### config.mk
export PLATFORM = sky130hd
export DESIGN_NAME = kbd_bus_controller
export DESIGN_NICKNAME = d
export VERILOG_FILES = /design/src/logic/sys_bus_pkg.sv /design/src/logic/kbd_bus_controller.sv
export SDC_FILE = /design/constraint.sdc
export NUM_CORES = 1
export LEC_CHECK = 0
export BUFFER_PORTS_ARGS = -buffer_cell sky130_fd_sc_hd__buf_2
export CAP_MARGIN = 40
export CELL_PAD_IN_SITES_DETAIL_PLACEMENT = 2
export CELL_PAD_IN_SITES_GLOBAL_PLACEMENT = 2
export CORE_UTILIZATION = 46
export DETAILED_ROUTE_END_ITERATION = 16
export PLACE_DENSITY_LB_ADDON = 0.1
export SLEW_MARGIN = 20
export SYNTH_ARGS = -nofsm -noshare
export SYNTH_HDL_FRONTEND = slang
export SYNTH_SLANG_ARGS = --single-unit
### constraint.sdc
create_clock -name bus_clk -period 11 [get_ports bus_clk]
set_input_delay 1.1 -clock bus_clk [delete_from_list [all_inputs] [get_ports bus_clk]]
set_output_delay 1.1 -clock bus_clk [all_outputs]
set_load 0.03 [all_outputs]
### src/logic/sys_bus_pkg.sv
/* System bus sizes, region base addresses, the bus beat struct and the key struct */

package sys_bus_pkg;

   // Bus field widths
   localparam int BUS_ADDR_W = 16;
   localparam int BUS_DATA_W = 32;
   localparam int BUS_SIZE_W = 12;

   // Every transfer moves one full line of key codes
   localparam int LINE_BYTES = 16;
   localparam int LINE_BEATS = 4;

   // Each keyboard owns a ring of 16 lines
   localparam int REGION_BYTES = 256;

   // Line memory, 32-bit words
   localparam int MEM_WORDS = 128;

   localparam logic [BUS_ADDR_W-1:0] KBD0_BASE = 16'h7000;
   localparam logic [BUS_ADDR_W-1:0] KBD1_BASE = 16'h7100;

   localparam int NUM_MASTERS = 2;

   // One bus cycle
   // header beat carries addr, size and rw; data beats carry data
   typedef struct packed
   {
      logic                  valid;
      logic                  hdr;
      logic                  rw;
      logic [BUS_ADDR_W-1:0] addr;
      logic [BUS_SIZE_W-1:0] size;
      logic [BUS_DATA_W-1:0] data;
   } bus_beat_t;

   // Key code with a one-cycle strobe
   typedef struct packed
   {
      logic       valid;
      logic [7:0] code;
   } key_t;

endpackage

### src/logic/kbd_bus_controller.sv
/* Keyboard bus master: line assembler, transfer buffer, master FSM and ring pointer */

`timescale 1ns/1ps

module kbd_bus_controller
#(
   parameter logic [sys_bus_pkg::BUS_ADDR_W-1:0] BASE_ADDR = sys_bus_pkg::KBD0_BASE
)
(
   input  logic                   bus_clk,
   input  logic                   arst_n,
   input  sys_bus_pkg::key_t      key,
   input  logic                   bg,
   input  logic                   ack,
   output logic                   br,
   output sys_bus_pkg::bus_beat_t beat,
   output logic                   line_done,
   output logic                   overflow
);

   import sys_bus_pkg::*;

   typedef enum logic [3:0]
   {
      ST_IDLE = 4'b0001,
      ST_REQ  = 4'b0010,
      ST_HDR  = 4'b0100,
      ST_DATA = 4'b1000
   } state_t;

   state_t state, next_state;

   logic [$clog2(LINE_BYTES)-1:0] byte_cnt;
   logic [LINE_BYTES*8-1:0]       line_q, line_next;
   logic [LINE_BYTES*8-1:0]       xfer_buf;
   logic                          pending;
   logic                          line_full, buf_free, xfer_end;
   logic [$clog2(LINE_BEATS)-1:0] beat_cnt;
   logic [BUS_ADDR_W-1:0]         ring_ptr;

   // Line assembler, first key lands in the low byte of word 0
   always_comb
   begin
      line_next = line_q;
      line_next[byte_cnt*8 +: 8] = key.code;
   end

   assign line_full = key.valid && (&byte_cnt);
   assign xfer_end  = (state == ST_DATA) && ack;
   // Buffer can take a new line on the ack cycle
   assign buf_free  = !pending || xfer_end;

   always_ff @(posedge bus_clk or negedge arst_n)
   begin
      if (!arst_n)
         byte_cnt <= '0;
      else if (key.valid)
         byte_cnt <= byte_cnt + 1'b1;
   end

   always_ff @(posedge bus_clk)
   begin
      if (key.valid)
         line_q <= line_next;
      if (line_full && buf_free)
         xfer_buf <= line_next;
   end

   // Buffer state, overflow drops the new line
   always_ff @(posedge bus_clk or negedge arst_n)
   begin
      if (!arst_n)
      begin
         pending  <= 1'b0;
         overflow <= 1'b0;
      end
      else
      begin
         if (line_full && buf_free)
            pending <= 1'b1;
         else if (xfer_end)
            pending <= 1'b0;
         if (line_full && !buf_free)
            overflow <= 1'b1;
      end
   end

   // Master FSM
   always_comb
   begin
      next_state = state;
      case (state)
         ST_IDLE: if (pending || line_full) next_state = ST_REQ;
         ST_REQ:  if (bg) next_state = ST_HDR;
         ST_HDR:  next_state = ST_DATA;
         ST_DATA: if (ack) next_state = ST_IDLE;
         default: next_state = ST_IDLE;
      endcase
   end

   always_ff @(posedge bus_clk or negedge arst_n)
   begin
      if (!arst_n)
      begin
         state     <= ST_IDLE;
         beat_cnt  <= '0;
         ring_ptr  <= '0;
         line_done <= 1'b0;
      end
      else
      begin
         state     <= next_state;
         line_done <= xfer_end;
         if (state == ST_DATA)
            beat_cnt <= beat_cnt + 1'b1;
         // Next line slot, wraps inside the region
         if (xfer_end)
            ring_ptr <= BUS_ADDR_W'((ring_ptr + LINE_BYTES) % REGION_BYTES);
      end
   end

   assign br = (state != ST_IDLE);

   always_comb
   begin
      beat = '0;
      if (state == ST_HDR)
      begin
         beat.valid = 1'b1;
         beat.hdr   = 1'b1;
         beat.rw    = 1'b1;
         beat.addr  = BASE_ADDR + ring_ptr;
         beat.size  = BUS_SIZE_W'(LINE_BYTES);
      end
      else if (state == ST_DATA)
      begin
         beat.valid = 1'b1;
         beat.data  = xfer_buf[beat_cnt*BUS_DATA_W +: BUS_DATA_W];
      end
   end

   // Bus is driven only under a grant from the arbiter
   a_beat_granted: assert property (@(posedge bus_clk) disable iff (!arst_n)
      beat.valid |-> bg);

   // Slave ends the transfer on the fourth data beat
   a_ack_last_beat: assert property (@(posedge bus_clk) disable iff (!arst_n)
      xfer_end |-> &beat_cnt);

endmodule

==> reports/summary.txt, run 1 <==
Vias in the first global route - 6,712
Cell with the most instances after synthesis - edfxtp_1
Slew margin rel. - 0.496
Fin crit share - 0.322
Dominant synthesized flop cell - edfxtp_1
Endpoints failing setup - 0
Max Clk Rate - 0.282 GHz
Via count - 5,980
CP cell instances - buf_4 -> buf_12 -> mux4_2 -> and2_1 -> buf_2
Worst EP required - 9.90 ns
Syn-to-layout area delta - 14.0%
Core Rows - 57
Xor/xnor share of the synthesized area - 0.00753
First-pass DRT Iterations - 4
Hold Violations, Final - 0
Fin Clk Skew - 0.0163 ns
Worst-skew pair later-pin latency - 0.56 ns
Setup TNS - 0 ns
Antenna violations before repair - 1
GRT Overall Usage - 0.226
Routed wire per std cell - 26.7 µm
NumNets Final - 725
First-pass GRT wire length - 43,000 µm
Most frequent cells after synthesis - edfxtp_1, mux2_2, and2_1, mux4_2, buf_4
Gp weighted congestion - 0.781
CTS Buf Count - 30
#FFs+latches synth - 273
Max-slew violations - 0
CP top delay family - buffers and inverters
Pwr dens - 255 mW/mm²
Largest cells by area after synthesis - edfxtp_1, mux2_2, mux4_2, dfrtp_1, and2_1
DIE AREA - 0.0259 mm²
Tmin final - 3.55 ns
Critical Path Sink Type - output pin
Ant. Diodes - 0
Port Buffers - 58
CP Buf/Inv Count - 3
Post-Synth Adder-Cell Area - 0.00431
Largest family of logic cells by synthesized area - multiplexers
Largest net degree at the start of global routing - 65
Worst hold path class - register to register
Initial core utilization - 0.474
Total gr overflow - 0
H-Tree Depth - 1
YS warnings - 0
Mapped Area - 0.0116 mm²
Crit Path Class - register to output pin
Post-CTS sizing - 0
Reg2reg end - xfer_buf[26]
Register area share after synthesis - 0.698
RSZ-0062 raised after global routing - false
Leak - 4.70 nW
CTS tree - built
Antenna viol nets, final - 0
CTS Buffer Depth - 3
Post-synthesis mux area share - 0.186
Layout cells sized above 1 - 0.401
Worst flop-to-flop path startpoint - byte_cnt[0]
Worst Hold Launch - ring_ptr[7]
IO Pins - 79
Horiz. Die Dim - 161 µm
Syn Area/Cell - 18.4 µm²
Clock root cell - clkbuf_16
Reg clk slew, reported paths - 0.06 ns
WHS Path Cells - 1
Crit path DAT - 2.45 ns
DRC Markers - 0
Status - finished clean
Startpoint Class - register
Cells after Synth - 632
Post-synthesis compound-gate area fraction - 0.00904
Grt met2 use - 0.401
Clk sinks - 273
Post-Synth Simple-Gate Area - 0.0686
Unique cell type count in the Yosys netlist - 46
Max cap viols - 0
Worst vdd ir - 0.159 mV
Top-area cell type share of the netlist area - 0.661
Post-synthesis async set-or-reset flop share - 0.0623
Post CTS Setup Buffer Count - 0
Post-Route WL - 28,200 µm
EDFF count, synth - 256
CORE AREA - 0.0245 mm²
CP Max Fanout - 18
DP HPWL - 17,000 µm
Hold-fix buffers, CTS - 0
Die Y - 161 µm
Iter 0 DRT Violations - 371
Max incr delay on CP - 0.55 ns
Post-DR vias/cell - 5.67
Met3 Track Usage GR - 0.0280
Crit-path slowest cell - mux4_2
Yosys top cell by area - edfxtp_1
Hold endpoint - ring_ptr[7]
R2R setup slack - 7.52 ns
Busiest layer in global routing - met2
Worst reg2reg path depth - 6
Met1 Usage GRT - 0.293
Worst-margin pin slew - 0.751 ns
Total power - 3.38 mW
[area by class of cell]
| class | instances | area, µm² |
|---|---|---|
| Fill cell | 2149 | 11300 |
| Sequential cell | 273 | 8120 |
| Multi-Input combinational cell | 327 | 3300 |
| Clock buffer | 33 | 762 |
| Timing Repair Buffer | 70 | 448 |
| Tap cell | 324 | 405 |
| Clock inverter | 22 | 193 |
| Inverter | 6 | 22.5 |
[per-stage QoR]
| stage | cell area (µm²) | worst slack, ns | instances | hold WS (ns) | util |
|---|---|---|---|---|---|
| after floorplan | 11700 | 2.68 | 651 | 0.438 | - |
| after global placement | 12200 | 7.78 | 996 | 0.453 | 0.497 |
| after detailed placement | 12200 | 7.67 | 997 | 0.468 | 0.498 |
| after CTS | 13200 | 7.30 | 1052 | 0.476 | 0.537 |
| after global routing | 13200 | 7.30 | 1055 | 0.493 | 0.540 |
| final | 13200 | 7.45 | 1055 | 0.467 | 0.540 |
[worst max-delay path by stage]
stage | from | endpoint | slack (ns) | depth (start not counted)
floorplan | key[8] | xfer_buf[0] | 2.68 | 3
global placement | byte_cnt[0] | line_q[20] | 7.78 | 5
detailed placement | byte_cnt[0] | line_q[65] | 7.67 | 6
CTS | beat_cnt[0] | beat[4] | 7.30 | 4
global route | byte_cnt[0] | line_q[26] | 7.30 | 6
finish | beat_cnt[0] | beat[4] | 7.45 | 5
[sequential cells by signal, indices dropped and copies added (netlist names)]
register,count
xfer_buf,128
pending,1
overflow,1
state,4
byte_cnt,4
beat_cnt,2
line_q,128
ring_ptr,4
line_done,1
[cells in the final DEF, fill, tap and decap left out, types with 4 or more instances in the layout]
master	synthesis	final
and2_1	54	54
and3_1	9	9
buf_2	6	57
buf_4	26	9
clkbuf_16	0	30
clkinv_1	0	10
clkinv_2	0	5
conb_1	1	20
dfrtp_1	16	15
edfxtp_1	256	256
ha_1	4	4
inv_1	5	5
mux2_2	127	127
mux4_2	32	32
nand2_1	20	20
nand2b_1	4	4
nor2_1	5	5
nor2_4	6	6
nor3_1	4	4
xnor2_1	8	8
[cells by family (layout without fill, tap and decap cells)]
group                    Yosys count  count (layout)
other                              1              20
flip-flops                       273             273
buffers and inverters             51             131
multiplexers                     160             160
AO/OA/AOI/OAI                     12              12
XOR/XNOR                          10              10
adder cells (fa/ha/maj)            4               4
AND/OR/NAND/NOR                  121             121
[routing by layer]
layer  share of wire  vias to the layer above
li1                -                     2569
met1            0.41                     3197
met2            0.53                      167
met3           0.034                       47
met4           0.026                        0
met5               0                        -
[power by group]
group / switching (mW) / leakage (nW) / total, mW / internal [mW]
Combinational: 0.531 / 1.60 / 0.902 / 0.371
Clock: 0.408 / 0.462 / 0.975 / 0.567
Sequential: 0.0874 / 2.63 / 1.50 / 1.41
Note: power is estimated with default switching activity, not from simulation.
==> run 2: changes to the inputs <==
- clock period: 11 -> 3.6 ns (I/O delays scaled with it)
==> run 2 against run 1 <==
- non-clock buffer count fell by 1
- total power rose to 3.0 times the previous value
- critical path depth rose by 1
- register-to-register slack got worse by 7.4 ns
- clock power rose to 3.0 times the previous value
- die area did not move
- critical endpoint is now line_q[29]
- largest cell class unchanged
- highest routed layer unchanged
==> reports/summary.txt, run 2 (synthesis results as in run 1) <==
Die Y - 161 µm (unchanged)
Leak - 4.68 nW (-0.37%)
Port Buffers - 58 (unchanged)
Max Clk Rate - 0.290 GHz
Crit path DAT - 3.74 ns (+1.29 ns)
Pwr dens - 776 mW/mm² (+200%)
Top Registers - line_q: 128 flops, xfer_buf: 128 flops
Placed inst area - 0.0123 mm² (+0.45%)
Layout cells sized above 1 - 0.398 (-0.00247)
Clock share of power - 0.285 (-0.004)
Post CTS Setup Buffer Count - 0 (unchanged)
Setup TNS - 0 ns (unchanged)
Clk sinks - 273 (unchanged)
Gp weighted congestion - 0.775 (-0.74%)
CTS tree - built
Ant. Diodes - 0 (unchanged)
DP Worst Slack - 0.295 ns (-7.38 ns)
Endpoints failing setup - 0 (unchanged)
Worst vdd ir - 0.448 mV (+180%)
CTS Buffer Depth - 3 (unchanged)
Antenna violations before repair - 2 (+1)
H-Tree Depth - 1 (unchanged)
Routed wire per std cell - 25.9 µm (-3.1%)
First-pass DRT Iterations - 4 (unchanged)
Initial core utilization - 0.474 (unchanged)
Final Util - 0.538 (-0.00163)
Worst-skew pair later-pin latency - 0.56 ns (about the same)
Clock root cell - clkbuf_16
Fin crit share - 0.959
Worst EP required - 3.88 ns (-6.02 ns)
CORE AREA - 0.0245 mm² (unchanged)
Post-DR vias/cell - 5.59 (-1.3%)
Max-slew violations - 0 (unchanged)
First-pass GRT wire length - 41,800 µm (-2.9%)
Core Rows - 57 (unchanged)
Combinational share of power - 0.264 (-0.003)
Most common cell after layout, fill and taps aside - edfxtp_1
Tmin final - 3.45 ns
RSZ-0062 raised after global routing - false
Setup ws final - 0.148 ns (-7.31 ns)
DRC Markers - 0 (unchanged)
Net Sw Frac - 0.299 (-0.00427)
Total gr overflow - 0 (unchanged)
Switch Pwr - 3.07 mW (+200%)
Reg clk slew, reported paths - 0.06 ns (about the same)
Sequential Power Share - 0.451 (+0.007)
Worst-margin pin slew - 0.889 ns (+0.138 ns)
Horiz. Die Dim - 161 µm (unchanged)
Post-route cell area - 0.0132 mm² (-0.30%)
NumNets Final - 723 (-0.28%)
Fin Clk Skew - 0.0271 ns (+0.0108 ns)
IO Pins - 79 (unchanged)
Syn-to-layout area delta - 13.6%
Via count - 5,884 (-1.6%)
Slew margin rel. - 0.408 (-0.0881)
CP Max Fanout - 20 (+2)
DP HPWL - 17,000 µm (+0.15%)
Int Power - 7.18 mW (+210%)
Crit Path Class - register to register
Filler cell count - 2,141 (-0.37%)
Startpoint Class - register
Worst hold path class - input port to register
Largest net degree at the start of global routing - 135 (+110%)
Max cap viols - 0 (unchanged)
CTS Buf Count - 29 (-3.3%)
Critical Path Sink Type - register
Vias in the first global route - 6,574 (-2.1%)
Antenna viol nets, final - 0 (unchanged)
Commonest non-fill, non-tap cells in the layout - edfxtp_1, mux2_2, buf_2
DIE AREA - 0.0259 mm² (unchanged)
Hold Violations, Final - 0 (unchanged)
Status - finished clean
GRT Overall Usage - 0.218 (-0.00779)
Iter 0 DRT Violations - 331 (-11%)
Post-Route WL - 27,200 µm (-3.3%)
## run 2: cell count changes in the layout (fill, tap and decap cells not counted), sizes merged
| cell | delta |
|---|---|
| buf | -2 |
| clkinv | -6 |
| inv | +1 |
| dlygate4sd3 | +1 |
| clkbuf | +5 |
| clkinvlp | -2 |
## run 2: worst max-delay path, cell delays in order, from the launching register on
cell and delay, ns:
dfrtp_1 0.76, inv_1 0.24, ha_1 0.36, or3b_2 0.27, nor4b_1 0.58, nand2_1 0.51, mux2_2 0.43
## run 2: power groups by stage
stage	Combinational [mW]	Clock (mW)	Sequential [mW]
2_1_floorplan	2.04	0	4.49
4_1_cts	2.74	2.99	4.63
3_3_place_gp	2.48	0	4.63
6_report	2.70	2.92	4.62
5_1_grt	2.90	3.10	4.68
3_5_place_dp	2.72	0	4.68
## run 2: cell type report
cell class              instances  area [µm²]  share of cell area
multi-input cells             327        3300               0.250
flip-flops and latches        273        8120               0.614
inverters                       6        22.5             0.00171
clock buffers                  38         759              0.0575
repair buffers                 69         440              0.0333
well taps                     324         405              0.0307
clock inverters                15         165              0.0125
## run 2: per-layer routing
| metal | global-route usage | share of wire |
|---|---|---|
| met5 | 0 | 0 |
| met4 | 0.0450 | 0.017 |
| met3 | 0.0272 | 0.033 |
| met2 | 0.397 | 0.53 |
| met1 | 0.280 | 0.42 |
## run 2: path summary, 6_finish.rpt
path	from	end	slack [ns]	cells past startpoint
min in group asynchronous	arst_n	byte_cnt[0]	0.29	2
max in group asynchronous	arst_n	state[0]	2.94	2
worst max-delay path	byte_cnt[0]	line_q[29]	0.15	6
worst max register to register	byte_cnt[0]	line_q[29]	0.15	6
worst min register to register	ring_ptr[7]	ring_ptr[7]	0.49	1
worst min-delay path	bg	state[2]	0.10	2
## run 2: metrics by stage
stage | power (mW) | instances | hold slack (ns)
floorplan | 6.53 | 651 | 0.0644
global placement | 7.10 | 998 | 0.321
detailed placement | 7.40 | 998 | 0.340
CTS | 10.4 | 1052 | 0.0788
global route | 10.7 | 1052 | 0.0981
finish | 10.2 | 1052 | 0.102
## run 2: what timing repair did
action                    in CTS  in global routing
hold endpoints to repair      16                  0
resized for setup              0                  0
hold buffers                   1                  0
==> run 3: changes to the inputs <==
- CELL_PAD_IN_SITES_DETAIL_PLACEMENT: 2 -> 1
==> run 3 against run 2 <==
- flip-flop and latch count is the same
- total power shrank 1.5%
- via count shrank 2.2%
- die area unchanged
- clock-buffer cell count decreased by 1
- first-iteration DRC count grew 9.4%
- wire length is 11% lower
- clock power about the same
- largest power group unchanged
==> reports/summary.txt, run 3 (synthesis results as in run 1) <==
Die Y - 161 µm (unchanged)
Max-slew violations - 0 (unchanged)
GRT Overall Usage - 0.195 (-0.0236)
Total gr overflow - 0 (unchanged)
Fin crit share - 0.894 (-0.0653)
Worst-margin pin slew - 0.832 ns (-0.0569 ns)
Hold Violations, Final - 0 (unchanged)
Startpoint Class - register
Worst reg2reg path depth - 6 (unchanged)
Commonest non-fill, non-tap cells in the layout - edfxtp_1, mux2_2, buf_2
Iter 0 DRT Violations - 362 (+9.4%)
Crit Path Class - register to register
Reg clk slew, reported paths - 0.06 ns (about the same)
Clock root cell - clkbuf_16
Placed inst area - 0.0123 mm² (unchanged)
Worst-skew pair later-pin latency - 0.55 ns (about the same)
Layout cells sized above 1 - 0.400 (+0.00192)
First-pass DRT Iterations - 4 (unchanged)
Dpl cells - 998 (unchanged)
CTS tree - built
Most common cell after layout, fill and taps aside - edfxtp_1
Via count - 5,753 (-2.2%)
Met3 Track Usage GR - 0.0295 (+0.00231)
Worst Hold Launch - bg
Met1 Usage GRT - 0.272 (-0.00828)
Reg2reg end - xfer_buf[32]
Worst vdd ir - 0.462 mV (+3.0%)
Total power - 10.1 mW (-1.5%)
Post CTS Setup Buffer Count - 0 (unchanged)
Post-route cell area - 0.0132 mm² (about the same)
Filler cell count - 2,240 (+4.6%)
Antenna viol nets, final - 0 (unchanged)
Hold-fix buffers, CTS - 1 (unchanged)
Endpoints failing setup - 0 (unchanged)
CTS Buffer Depth - 3 (unchanged)
Setup TNS - 0 ns (unchanged)
CP Max Fanout - 20 (unchanged)
Gp weighted congestion - 0.775 (unchanged)
Status - finished clean
RSZ-0062 raised after global routing - false
Ant. Diodes - 0 (unchanged)
Antenna violations before repair - 1 (-1)
Max Clk Rate - 0.311 GHz (+7.3%)
Clk sinks - 273 (unchanged)
Syn-to-layout area delta - 13.7% (about the same)
Largest net degree at the start of global routing - 135 (unchanged)
Slew margin rel. - 0.446 (+0.0380)
Routed wire per std cell - 23.2 µm (-10%)
DIE AREA - 0.0259 mm² (unchanged)
DRC Markers - 0 (unchanged)
Busiest layer in global routing - met2
NumNets Final - 723 (unchanged)
IO Pins - 79 (unchanged)
Crit path DAT - 3.51 ns (-0.23 ns)
Worst EP required - 3.89 ns (about the same)
CTS Buf Count - 29 (unchanged)
Final Util - 0.539 (about the same)
Worst flop-to-flop path startpoint - byte_cnt[0]
Hold endpoint - state[2]
R2R setup slack - 0.38 ns (+0.24 ns)
Port Buffers - 58 (unchanged)
Grt met2 use - 0.324 (-0.0731)
Leak - 4.69 nW (+0.14%)
DP HPWL - 14,500 µm (-15%)
Horiz. Die Dim - 161 µm (unchanged)
WHS Path Cells - 2 (unchanged)
Top Registers - line_q: 128 flops, xfer_buf: 128 flops
Pwr dens - 763 mW/mm² (-1.6%)
Post-CTS sizing - 0 (unchanged)
Core Rows - 57 (unchanged)
H-Tree Depth - 1 (unchanged)
Fin Clk Skew - 0.0203 ns (-0.00678 ns)
Initial core utilization - 0.474 (unchanged)
Critical Path Sink Type - register
Post-Route WL - 24,400 µm (-11%)
Post-DR vias/cell - 5.47 (-2.1%)
Fin cells - 1,051 (-0.095%)
Tmin final - 3.22 ns (-0.235 ns)
Max cap viols - 0 (unchanged)
Worst hold path class - input port to register
First-pass GRT wire length - 38,000 µm (-9.0%)
CORE AREA - 0.0245 mm² (unchanged)
Vias in the first global route - 6,281 (-4.5%)
## run 3: stage by stage
step	hold slack, ns	setup slack [ns]
CTS	0.0850	0.336
global route	0.0937	0.204
floorplan	0.0644	0.0137
detailed placement	0.325	0.366
global placement	0.321	0.487
finish	0.110	0.383
## run 3: final cells by class
class / count / area [µm²] / area share
sequential: 273 / 8120 / 0.614
multi-input combinational: 327 / 3300 / 0.250
tap: 324 / 405 / 0.0307
clock buffer: 37 / 786 / 0.0595
inverter: 6 / 22.5 / 0.00170
timing repair buffer: 69 / 440 / 0.0333
clock inverter: 15 / 148 / 0.0112
## run 3: worst max-delay path: stages, from the launching register on
cell and delay (ns):
dfrtp_1 0.73, inv_1 0.24, ha_1 0.36, nand2b_4 0.18
a2111o_4 0.56, nor3_4 0.46, mux2_2 0.42
## run 3: worst max path at each step
| stage | slack (ns) | to | startpoint | cells after the start |
|---|---|---|---|---|
| floorplan | 0.01 | xfer_buf[0] | state[1] | 3 |
| global placement | 0.49 | xfer_buf[32] | byte_cnt[0] | 6 |
| detailed placement | 0.37 | xfer_buf[32] | byte_cnt[0] | 6 |
| CTS | 0.34 | xfer_buf[32] | byte_cnt[0] | 6 |
| global route | 0.20 | xfer_buf[32] | byte_cnt[0] | 6 |
| finish | 0.38 | xfer_buf[32] | byte_cnt[0] | 6 |
## run 3: power by group
part | internal [mW] | switching, mW | leakage, nW
Combinational | 1.15 | 1.43 | 1.59
Clock | 1.74 | 1.18 | 0.463
Sequential | 4.32 | 0.275 | 2.63
## run 3: routing by layer
layer | up-vias | wire length (µm)
li1 | 2562 | -
met1 | 3005 | 10700
met2 | 149 | 12000
met3 | 37 | 1190
met4 | 0 | 433
met5 | - | 0
